[src/ucpd_rx_pkg.sv]
// --------------------------------------
// usb pd phy receive path definitions
// k-codes, 4b5b table, ordered-set
// templates, widths and shared types
// --------------------------------------
package ucpd_rx_pkg;

  // --------------------------------------
  // widths and counts
  localparam int SYMBOL_W   = 5;                      // one 4b5b line symbol
  localparam int NIBBLE_W   = 4;
  localparam int BYTE_W     = 8;
  localparam int KCODE_NUM  = 4;                      // k-codes per ordered set
  localparam int FIFO_DEPTH = 4;                      // symbol buffer entries
  localparam int BYTE_CNT_W = 10;                     // payload byte counter
  localparam int FIFO_PTR_W = $clog2(FIFO_DEPTH);
  localparam int FIFO_CNT_W = $clog2(FIFO_DEPTH + 1);
  localparam int ORDSET_NUM = 5;                      // ordered-set kinds checked

  typedef logic [SYMBOL_W-1:0]   symbol_t;
  typedef logic [NIBBLE_W-1:0]   nibble_t;
  typedef logic [BYTE_W-1:0]     byte_t;
  typedef logic [BYTE_CNT_W-1:0] byte_cnt_t;

  // --------------------------------------
  // k-codes, bit 0 is the first bit on the line
  localparam symbol_t KC_SYNC1 = 5'b11000;
  localparam symbol_t KC_SYNC2 = 5'b10001;
  localparam symbol_t KC_SYNC3 = 5'b00110;
  localparam symbol_t KC_RST1  = 5'b00111;
  localparam symbol_t KC_RST2  = 5'b11001;
  localparam symbol_t KC_EOP   = 5'b01101;

  // 4b5b data table, indexed by nibble value
  localparam symbol_t ENC_4B5B [2**NIBBLE_W] = '{
    5'b11110, 5'b01001, 5'b10100, 5'b10101,           // 0..3
    5'b01010, 5'b01011, 5'b01110, 5'b01111,           // 4..7
    5'b10010, 5'b10011, 5'b10110, 5'b10111,           // 8..b
    5'b11010, 5'b11011, 5'b11100, 5'b11101            // c..f
  };

  typedef enum logic [2:0] {
    OS_SOP       = 3'd0,
    OS_SOP1      = 3'd1,                              // sop'
    OS_SOP2      = 3'd2,                              // sop''
    OS_HARD_RST  = 3'd6,
    OS_CABLE_RST = 3'd5,
    OS_INVALID   = 3'd7
  } ordset_kind_e;

  // templates in priority order, first position received first
  localparam symbol_t OS_TPL [ORDSET_NUM][KCODE_NUM] = '{
    '{KC_SYNC1, KC_SYNC1, KC_SYNC1, KC_SYNC2},        // sop
    '{KC_SYNC1, KC_SYNC1, KC_SYNC3, KC_SYNC3},        // sop'
    '{KC_SYNC1, KC_SYNC3, KC_SYNC1, KC_SYNC3},        // sop''
    '{KC_RST1,  KC_RST1,  KC_RST1,  KC_RST2},         // hard reset
    '{KC_RST1,  KC_SYNC1, KC_RST1,  KC_SYNC3}         // cable reset
  };
  localparam ordset_kind_e OS_TPL_KIND [ORDSET_NUM] = '{
    OS_SOP, OS_SOP1, OS_SOP2, OS_HARD_RST, OS_CABLE_RST
  };

  typedef struct packed {
    logic         valid;                              // one-cycle event
    ordset_kind_e kind;
    logic [2:0]   bad_kcode;                          // 0 none, 1..4 position, 7 invalid
    logic         three_of_four;                      // matched with one k-code bad
  } rx_ordset_t;

  typedef struct packed {
    logic      valid;                                 // one-cycle event
    logic      eop_ok;                                // clean eop on a byte boundary
    logic      error;                                 // bad symbol or odd nibble count
    byte_cnt_t byte_cnt;                              // payload bytes in the frame
  } rx_frame_t;

  typedef enum logic [1:0] {
    ST_IDLE = 2'd0,
    ST_SOP  = 2'd1,
    ST_DATA = 2'd2
  } dec_state_e;

endpackage

[src/ucpd_rx_symbol_shifter.sv]
`timescale 1ns/1ps
// --------------------------------------
// receive symbol shifter
// packs recovered line bits into 5-bit
// symbols, flags a dropped symbol
// --------------------------------------
module ucpd_rx_symbol_shifter (
  input  logic                 ucpd_clk,
  input  logic                 ic_rst_n,
  input  logic                 line_bit,
  input  logic                 line_bit_valid,
  input  logic                 frame_start,
  output ucpd_rx_pkg::symbol_t sym_data,
  output logic                 sym_valid,
  input  logic                 sym_ready,
  output logic                 overflow
);
  import ucpd_rx_pkg::*;

  symbol_t                     shift_q;               // bits enter at the top
  logic [$clog2(SYMBOL_W)-1:0] bit_cnt;               // bits of the current symbol
  logic                        sym_done;              // fifth bit taken last edge
  logic                        slot_busy;             // previous symbol not yet taken

  assign slot_busy = sym_valid && !sym_ready;

  // --------------------------------------
  // bit counting, alignment from frame_start
  always_ff @(posedge ucpd_clk or negedge ic_rst_n)
  begin
    if (!ic_rst_n)
    begin
      bit_cnt  <= '0;
      sym_done <= 1'b0;
    end
    else if (frame_start)
    begin
      bit_cnt  <= '0;                                 // next bit starts a symbol
      sym_done <= 1'b0;
    end
    else
    begin
      sym_done <= 1'b0;
      if (line_bit_valid)
      begin
        if (bit_cnt == ($clog2(SYMBOL_W))'(SYMBOL_W - 1))
        begin
          bit_cnt  <= '0;
          sym_done <= 1'b1;                           // present on the next edge
        end
        else
          bit_cnt <= bit_cnt + 1'b1;
      end
    end
  end

  always_ff @(posedge ucpd_clk)
  begin
    if (line_bit_valid)
      shift_q <= {line_bit, shift_q[SYMBOL_W-1:1]};   // first bit ends at bit 0
  end

  // --------------------------------------
  // output slot and sticky overflow
  always_ff @(posedge ucpd_clk or negedge ic_rst_n)
  begin
    if (!ic_rst_n)
    begin
      sym_valid <= 1'b0;
      overflow  <= 1'b0;
    end
    else if (frame_start)
    begin
      sym_valid <= 1'b0;                              // stale symbol flushed
      overflow  <= 1'b0;
    end
    else if (sym_done && slot_busy)
      overflow <= 1'b1;                               // new symbol dropped
    else if (sym_done)
      sym_valid <= 1'b1;
    else if (sym_ready)
      sym_valid <= 1'b0;
  end

  always_ff @(posedge ucpd_clk)
  begin
    if (sym_done && !slot_busy)
      sym_data <= shift_q;
  end

  a_sym_hold: assert property (@(posedge ucpd_clk) disable iff (!ic_rst_n)
    sym_valid && !sym_ready && !frame_start |=> sym_valid && $stable(sym_data));

endmodule

[src/ucpd_rx_symbol_fifo.sv]
`timescale 1ns/1ps
// --------------------------------------
// receive symbol buffer
// small first-word-fall-through fifo
// between shifter and frame decoder
// --------------------------------------
module ucpd_rx_symbol_fifo (
  input  logic                 ucpd_clk,
  input  logic                 ic_rst_n,
  input  logic                 frame_start,
  input  ucpd_rx_pkg::symbol_t wr_data,
  input  logic                 wr_valid,
  output logic                 wr_ready,
  output ucpd_rx_pkg::symbol_t rd_data,
  output logic                 rd_valid,
  input  logic                 rd_ready
);
  import ucpd_rx_pkg::*;

  symbol_t               mem [FIFO_DEPTH];            // symbol storage
  logic [FIFO_PTR_W-1:0] wr_ptr;
  logic [FIFO_PTR_W-1:0] rd_ptr;
  logic [FIFO_CNT_W-1:0] count;                       // entries held
  logic                  push;
  logic                  pop;

  assign wr_ready = (count != FIFO_CNT_W'(FIFO_DEPTH)); // not full
  assign rd_valid = (count != '0);                      // not empty
  assign rd_data  = mem[rd_ptr];                        // head falls through
  assign push     = wr_valid && wr_ready;
  assign pop      = rd_valid && rd_ready;

  // --------------------------------------
  // pointers and fill count
  always_ff @(posedge ucpd_clk or negedge ic_rst_n)
  begin
    if (!ic_rst_n)
    begin
      wr_ptr <= '0;
      rd_ptr <= '0;
      count  <= '0;
    end
    else if (frame_start)
    begin
      wr_ptr <= '0;                                   // new frame, drop leftovers
      rd_ptr <= '0;
      count  <= '0;
    end
    else
    begin
      if (push)
        wr_ptr <= wr_ptr + 1'b1;                      // wraps at depth
      if (pop)
        rd_ptr <= rd_ptr + 1'b1;
      if (push && !pop)
        count <= count + 1'b1;
      else if (pop && !push)
        count <= count - 1'b1;
    end
  end

  always_ff @(posedge ucpd_clk)
  begin
    if (push)
      mem[wr_ptr] <= wr_data;                         // visible next cycle
  end

  // --------------------------------------
  // a write into a full or a read from an empty buffer breaks
  // the range of the count or its match with the pointer distance
  a_fill_track: assert property (@(posedge ucpd_clk) disable iff (!ic_rst_n)
    (count <= FIFO_CNT_W'(FIFO_DEPTH)) &&
    (FIFO_PTR_W'(wr_ptr - rd_ptr) == FIFO_PTR_W'(count)));

endmodule

[src/ucpd_rx_frame_decoder.sv]
`timescale 1ns/1ps
// --------------------------------------
// receive frame decoder
// classifies the ordered set, decodes
// 4b5b payload to bytes, ends on eop
// --------------------------------------
module ucpd_rx_frame_decoder (
  input  logic                    ucpd_clk,
  input  logic                    ic_rst_n,
  input  logic                    frame_start,
  input  ucpd_rx_pkg::symbol_t    sym_data,
  input  logic                    sym_valid,
  output logic                    sym_ready,
  output ucpd_rx_pkg::byte_t      rx_byte,
  output logic                    byte_valid,
  input  logic                    byte_ready,
  output ucpd_rx_pkg::rx_ordset_t rx_ordset,
  output ucpd_rx_pkg::rx_frame_t  rx_frame
);
  import ucpd_rx_pkg::*;

  localparam int KC_IDX_W = $clog2(KCODE_NUM);

  dec_state_e            state;
  logic [KC_IDX_W-1:0]   kc_idx;                      // k-code position in the set
  symbol_t               kcode_q [KCODE_NUM-1];       // first three k-codes
  symbol_t               kc_set  [KCODE_NUM];         // full set incl. current symbol
  rx_ordset_t            os_next;                     // classification result
  logic                  sym_acc;                     // symbol handshake
  logic                  is_data;                     // symbol in 4b5b table
  nibble_t               dec_nib;
  nibble_t               low_nib;                     // first nibble of a pair
  logic                  nib_odd;                     // low nibble waiting
  logic                  eop_good;                    // eop on a byte boundary
  byte_cnt_t             byte_cnt;

  assign sym_acc  = sym_valid && sym_ready;
  assign eop_good = (sym_data == KC_EOP) && !nib_odd;

  always_comb
  begin
    case (state)
      ST_DATA: sym_ready = !byte_valid || byte_ready; // wait while a byte is held
      default: sym_ready = 1'b1;                      // sop collects, idle discards
    endcase
  end

  // --------------------------------------
  // 4b5b decode, table search
  always_comb
  begin
    is_data = 1'b0;
    dec_nib = '0;
    for (int i = 0; i < 2**NIBBLE_W; i++)
    begin
      if (sym_data == ENC_4B5B[i])
      begin
        is_data = 1'b1;
        dec_nib = NIBBLE_W'(i);
      end
    end
  end

  // --------------------------------------
  // ordered set, three of four rule
  always_comb
  begin
    for (int k = 0; k < KCODE_NUM - 1; k++)
      kc_set[k] = kcode_q[k];
    kc_set[KCODE_NUM-1] = sym_data;                   // fourth k-code arrives now
  end

  always_comb
  begin : classify
    logic       found;
    logic [2:0] match_cnt;
    logic [2:0] miss_pos;
    found                 = 1'b0;
    os_next.valid         = 1'b1;
    os_next.kind          = OS_INVALID;
    os_next.bad_kcode     = 3'd7;                     // no kind within one k-code
    os_next.three_of_four = 1'b0;
    for (int t = 0; t < ORDSET_NUM; t++)
    begin
      match_cnt = '0;
      miss_pos  = '0;
      for (int k = 0; k < KCODE_NUM; k++)
      begin
        if (kc_set[k] == OS_TPL[t][k])
          match_cnt = match_cnt + 1'b1;
        else
          miss_pos = 3'(k + 1);                       // 1-based position
      end
      if (!found && (match_cnt >= 3'd3))
      begin
        found                 = 1'b1;                 // first kind in order wins
        os_next.kind          = OS_TPL_KIND[t];
        os_next.bad_kcode     = miss_pos;             // 0 when all four agree
        os_next.three_of_four = (match_cnt != 3'd4);
      end
    end
  end

  // --------------------------------------
  // fsm, counters and event outputs
  always_ff @(posedge ucpd_clk or negedge ic_rst_n)
  begin
    if (!ic_rst_n)
    begin
      state      <= ST_IDLE;
      kc_idx     <= '0;
      nib_odd    <= 1'b0;
      byte_cnt   <= '0;
      byte_valid <= 1'b0;
      rx_ordset  <= '0;
      rx_frame   <= '0;
    end
    else if (frame_start)
    begin
      state           <= ST_SOP;                      // realigned, expect a set
      kc_idx          <= '0;
      nib_odd         <= 1'b0;
      byte_cnt        <= '0;
      byte_valid      <= 1'b0;                        // old frame byte discarded
      rx_ordset.valid <= 1'b0;
      rx_frame.valid  <= 1'b0;
    end
    else
    begin
      rx_ordset.valid <= 1'b0;
      rx_frame.valid  <= 1'b0;
      if (byte_valid && byte_ready)
        byte_valid <= 1'b0;
      case (state)
        ST_SOP:
          if (sym_acc)
          begin
            if (kc_idx == KC_IDX_W'(KCODE_NUM - 1))
            begin
              kc_idx    <= '0;
              rx_ordset <= os_next;
              if (os_next.kind inside {OS_SOP, OS_SOP1, OS_SOP2})
                state <= ST_DATA;                     // packet follows
              else
                state <= ST_IDLE;                     // resets and junk end here
            end
            else
              kc_idx <= kc_idx + 1'b1;
          end
        ST_DATA:
          if (sym_acc)
          begin
            if (is_data)
            begin
              nib_odd <= !nib_odd;
              if (nib_odd)
              begin
                byte_valid <= 1'b1;                   // high nibble completes byte
                byte_cnt   <= byte_cnt + 1'b1;
              end
            end
            else
            begin
              rx_frame.valid    <= 1'b1;
              rx_frame.eop_ok   <= eop_good;
              rx_frame.error    <= !eop_good;         // other k-code or odd nibbles
              rx_frame.byte_cnt <= byte_cnt;
              state             <= ST_IDLE;
            end
          end
        default: ;
      endcase
    end
  end

  always_ff @(posedge ucpd_clk)
  begin
    if (state == ST_SOP && sym_acc && kc_idx != KC_IDX_W'(KCODE_NUM - 1))
      kcode_q[kc_idx] <= sym_data;
    if (state == ST_DATA && sym_acc && is_data)
    begin
      if (nib_odd)
        rx_byte <= {dec_nib, low_nib};
      else
        low_nib <= dec_nib;                           // low nibble first
    end
  end

  a_byte_hold: assert property (@(posedge ucpd_clk) disable iff (!ic_rst_n)
    byte_valid && !byte_ready && !frame_start |=> byte_valid && $stable(rx_byte));

endmodule

[src/ucpd_rx_top.sv]
`timescale 1ns/1ps
// --------------------------------------
// usb pd phy receive path top
// shifter, symbol fifo, frame decoder
// --------------------------------------
module ucpd_rx_top (
  input  logic                    ucpd_clk,
  input  logic                    ic_rst_n,
  input  logic                    line_bit,
  input  logic                    line_bit_valid,
  input  logic                    frame_start,
  input  logic                    byte_ready,
  output ucpd_rx_pkg::byte_t      rx_byte,
  output logic                    byte_valid,
  output ucpd_rx_pkg::rx_ordset_t rx_ordset,
  output ucpd_rx_pkg::rx_frame_t  rx_frame,
  output logic                    overflow
);
  import ucpd_rx_pkg::*;

  symbol_t sym_data;                                  // shifter to fifo
  logic    sym_valid;
  logic    sym_ready;
  symbol_t fifo_data;                                 // fifo to decoder
  logic    fifo_valid;
  logic    fifo_ready;

  ucpd_rx_symbol_shifter ucpd_rx_symbol_shifter_inst (
    .ucpd_clk       (ucpd_clk),
    .ic_rst_n       (ic_rst_n),
    .line_bit       (line_bit),
    .line_bit_valid (line_bit_valid),
    .frame_start    (frame_start),
    .sym_data       (sym_data),
    .sym_valid      (sym_valid),
    .sym_ready      (sym_ready),
    .overflow       (overflow)
  );

  ucpd_rx_symbol_fifo ucpd_rx_symbol_fifo_inst (
    .ucpd_clk    (ucpd_clk),
    .ic_rst_n    (ic_rst_n),
    .frame_start (frame_start),
    .wr_data     (sym_data),
    .wr_valid    (sym_valid),
    .wr_ready    (sym_ready),
    .rd_data     (fifo_data),
    .rd_valid    (fifo_valid),
    .rd_ready    (fifo_ready)
  );

  ucpd_rx_frame_decoder ucpd_rx_frame_decoder_inst (
    .ucpd_clk    (ucpd_clk),
    .ic_rst_n    (ic_rst_n),
    .frame_start (frame_start),
    .sym_data    (fifo_data),
    .sym_valid   (fifo_valid),
    .sym_ready   (fifo_ready),
    .rx_byte     (rx_byte),
    .byte_valid  (byte_valid),
    .byte_ready  (byte_ready),
    .rx_ordset   (rx_ordset),
    .rx_frame    (rx_frame)
  );

endmodule

[config.mk]
export PLATFORM = sky130hd
export DESIGN_NAME = ucpd_rx_top
export DESIGN_NICKNAME = d
export VERILOG_FILES = /design/src/ucpd_rx_pkg.sv /design/src/ucpd_rx_symbol_shifter.sv /design/src/ucpd_rx_symbol_fifo.sv /design/src/ucpd_rx_frame_decoder.sv /design/src/ucpd_rx_top.sv
export SDC_FILE = /design/constraint.sdc
export NUM_CORES = 1
export LEC_CHECK = 0
export CAP_MARGIN = 40
export CORE_MARGIN = 8
export CORE_UTILIZATION = 50
export DETAILED_ROUTE_END_ITERATION = 8
export DONT_BUFFER_PORTS = 1
export REMOVE_ABC_BUFFERS = 1
export SLEW_MARGIN = 20
export SYNTH_ARGS = -nofsm -noshare
export SYNTH_HDL_FRONTEND = slang
export SYNTH_SLANG_ARGS = --single-unit
[constraint.sdc]
create_clock -name ucpd_clk -period 4.71 [get_ports ucpd_clk]
set_clock_uncertainty 0.05 [all_clocks]
set_input_delay 0.7065 -clock ucpd_clk [delete_from_list [all_inputs] [get_ports ucpd_clk]]
set_output_delay 0.7065 -clock ucpd_clk [all_outputs]
set_load 0.02 [all_outputs]
==> flow_metrics.env <==
export IMPL_drive_above_1_share_pct=9.619
export IMPL_max_freq_mhz=233.4
export IMPL_antenna_found_initial=0
export IMPL_finalSetupTns_ns=0
export IMPL_crit_path_end_kind="flop"
export IMPL_place_worst_setup_slack_ns=0.4881
export IMPL_p_per_area_mw_per_mm2=415.2
export IMPL_synth_seq_cells=107
export IMPL_numCtsBuffers=9
export IMPL_routed_wl_mm=10.66
export IMPL_gr_usage_all_layers_pct=14.92
export IMPL_synth_compound_area_share_pct=10.49
export IMPL_die_h_um=121.7
export IMPL_setup_worst_path_class="reg -> reg"
export IMPL_globalplace_congestion=0.8603
export IMPL_die_w_um=121.7
export IMPL_post_cts_buffers=0
export IMPL_cp_arrival_ns=4.51
export IMPL_diodes=0
export IMPL_grt_max_degree=51
export IMPL_clock_sinks=107
export IMPL_drv_slew=0
export IMPL_cp_required_ns=4.94
export IMPL_start_util_pct=51.29
export IMPL_setup_viol=0
export IMPL_final_cell_mix="nor2_1, edfxtp_1, dfrtp_1"
export IMPL_synth_mux_area_share_pct=5.714
export IMPL_min_period_ns=4.285
export IMPL_syn_to_final_growth_pct=6.027
export IMPL_pin_count=37
export IMPL_design_core_area_mm2=0.01089
export IMPL_worst_path_max_fanout=13
export IMPL_finalPower_mw=2.458
export IMPL_maxSlewHeadroom_pct=54.68
export IMPL_wire_per_inst_um=16.68
export IMPL_fp_row_count=38
export IMPL_finalCritPeriodShare_pct=90.97
export IMPL_drtIter0Drc=273
export IMPL_cts_buffer_depth=2
export IMPL_clk_pin_slew_ns=0.09
export IMPL_whs_ns=0.1206
export IMPL_vias=3684
export IMPL_yosys_area_share_simple_pct=17.54
export IMPL_drc=0
export IMPL_h_tree_depth=3
export IMPL_setup_ws_ns=0.4252
export IMPL_synthAdderAreaFrac_pct=6.632
export IMPL_first_pass_iters=4
export IMPL_synth_flop_cell="edfxtp_1"
export IMPL_syn_area_mm2=0.005584
export IMPL_post_drt_via_cell_ratio=5.765
export IMPL_startpoint_type="flop"
export IMPL_holdCritPathClass="in -> async"
export IMPL_path_cells="or4_1 > inv_1 > ha_1 > xnor2_1 > inv_1 > ha_1 > or2_2 > o32ai_1 > a211o_1 > mux2i_1 > nor3_2 > o21ai_0 > o2111ai_1 > a21boi_0"
export IMPL_synth_cell_types=75
export IMPL_dp_final_hpwl_mm=7.857
export IMPL_clock_latency_ns=0.37
export IMPL_nets=529
export IMPL_crit_buf_inv=2
export IMPL_clockRootBuffer="clkbuf_8"
export IMPL_io_buffers=0
export IMPL_slowest_delay_ns=0.63
export IMPL_ys_warn_count=0
export IMPL_worst_slew_pin_slew_ns=0.6608
export IMPL_rsz0062_at_grt="no"
export IMPL_cap_violations=0
export IMPL_grt_remaining_overflow=0
export IMPL_die_area_mm2=0.01481
export IMPL_postSynthCellCount=496
export IMPL_grt_first_pass_wirelength_mm=17.60
export IMPL_synth_edff_count=57
export IMPL_cts_tree="yes"
export IMPL_synth_seq_area_share_pct=53.06
export IMPL_p_leak_nw=2.378
export IMPL_synth_avg_cell_area_um2=11.26
export IMPL_finalHoldViolCount=0
export IMPL_cp_top_family="simple AND/OR/NAND/NOR gates"
export IMPL_async_flop_share_pct=46.73
export IMPL_peakVddDrop_uv=251.3
export IMPL_synth_top_family_by_area="simple AND/OR/NAND/NOR gates"
export IMPL_synth_xor_xnor_area_share_pct=3.451
export IMPL_outcome="finished, final reports clean"
export IMPL_grt_pass1_vias=3598
export IMPL_slowest_stage="or4_1"
export IMPL_ant_nets=0
## metal layers
metal / track usage [%] / part of all wire, % / vias to the layer above
li1: - / - / 1794
met1: 17.95 / 44 / 1791
met2: 24.97 / 50 / 81
met3: 3.656 / 5.0 / 18
met4: 6.631 / 1.8 / 0
met5: 0 / 0 / -
## logic make-up after synthesis
family,Yosys count
AOI/OAI and AO/OA,86
xor gates and xnor gates,22
adders and majority gates,29
buffers and inverters,41
DFF,107
muxes,23
and+or+nand+nor,188
## Yosys cell counts, types with 3 or more instances
library cell  instances  share of area (%)
a211oi_1              6               0.81
a21oi_1              21                1.9
a31oi_1               3               0.34
and2_1                9                1.0
and3_1                8               0.90
buf_1                 4               0.27
buf_2                 4               0.36
clkbuf_1              7               0.47
dfrtp_1              50                 22
edfxtp_1             57                 31
ha_1                 28                6.3
inv_1                22                1.5
mux2_2               11                2.2
mux2i_1               6                1.1
mux4_2                5                2.0
nand2_1              39                2.6
nand2b_1              6               0.67
nand3_1              10               0.90
nand4_1               6               0.67
nand4b_1              4               0.63
nor2_1               57                3.8
nor2b_1               7               0.78
nor3_1                9               0.81
nor4_1                4               0.45
o211ai_1              4               0.54
o21ai_0              20                1.8
o31ai_1               5               0.67
or3_1                 6               0.67
xnor2_1              14                2.2
xor2_1                8                1.3
## metrics by stage
| stage | cells | instance area (µm²) | utilization [%] |
|---|---|---|---|
| after floorplan | 478 | 5497 | - |
| after global placement | 621 | 5694 | 52.30 |
| after detailed placement | 621 | 5694 | 52.30 |
| after CTS | 638 | 5908 | 54.26 |
| after global routing | 639 | 5921 | 54.38 |
| final | 639 | 5921 | 54.38 |
## worst paths after layout
check	from	end	slack, ns	cells after the start
min in group ucpd_clk	frame_start	ucpd_rx_symbol_shifter_inst.bit_cnt[1]	0.34	1
max in group asynchronous	ic_rst_n	ucpd_rx_frame_decoder_inst.rx_ordset[0]	4.25	1
hold / removal	ic_rst_n	ucpd_rx_frame_decoder_inst.byte_cnt[4]	0.12	1
hold reg to reg	ucpd_rx_frame_decoder_inst.low_nib[3]	ucpd_rx_frame_decoder_inst.rx_byte[3]	0.38	0
setup / recovery	ucpd_rx_frame_decoder_inst.kcode_q[1][1]	ucpd_rx_frame_decoder_inst.rx_ordset[3]	0.43	14
setup reg to reg	ucpd_rx_frame_decoder_inst.kcode_q[1][1]	ucpd_rx_frame_decoder_inst.rx_ordset[3]	0.43	14
## sequential cells by signal, summed over array words and instances (netlist names), 2 cells and up
name	count
ucpd_rx_symbol_fifo_inst.count	3
ucpd_rx_frame_decoder_inst.byte_cnt	10
ucpd_rx_symbol_fifo_inst.wr_ptr	2
ucpd_rx_frame_decoder_inst.kc_idx	2
ucpd_rx_frame_decoder_inst.rx_ordset	8
ucpd_rx_frame_decoder_inst.state	2
ucpd_rx_frame_decoder_inst.kcode_q	15
ucpd_rx_symbol_fifo_inst.mem	20
ucpd_rx_frame_decoder_inst.rx_byte	8
ucpd_rx_symbol_shifter_inst.shift_q	5
ucpd_rx_symbol_fifo_inst.rd_ptr	2
ucpd_rx_symbol_shifter_inst.sym_data	5
ucpd_rx_symbol_shifter_inst.bit_cnt	3
ucpd_rx_frame_decoder_inst.low_nib	4
ucpd_rx_frame_decoder_inst.rx_frame	13
## what timing repair did
| action | CTS | global route |
|---|---|---|
| endpoints found under the hold margin | 50 | 0 |
| resized for setup | 0 | 0 |
| hold buffers | 1 | 0 |
## area by class of cell
cell class / count / area [µm²]
inverters: 23 / 86.33
repair buffers: 5 / 62.56
clock inverters: 3 / 22.52
multi-input cells: 348 / 2447
clock buffers: 13 / 163.9
well taps: 140 / 175.2
fillers: 930 / 4967
flip-flops and latches: 107 / 2963
## report_power, final
group / internal (mW) / switching, mW / total (mW)
registers: 1.13 / 0.125 / 1.25
clock network: 0.232 / 0.296 / 0.528
logic: 0.278 / 0.399 / 0.677
total: 1.64 / 0.819 / 2.46
Power figures use the tool's default switching activity.
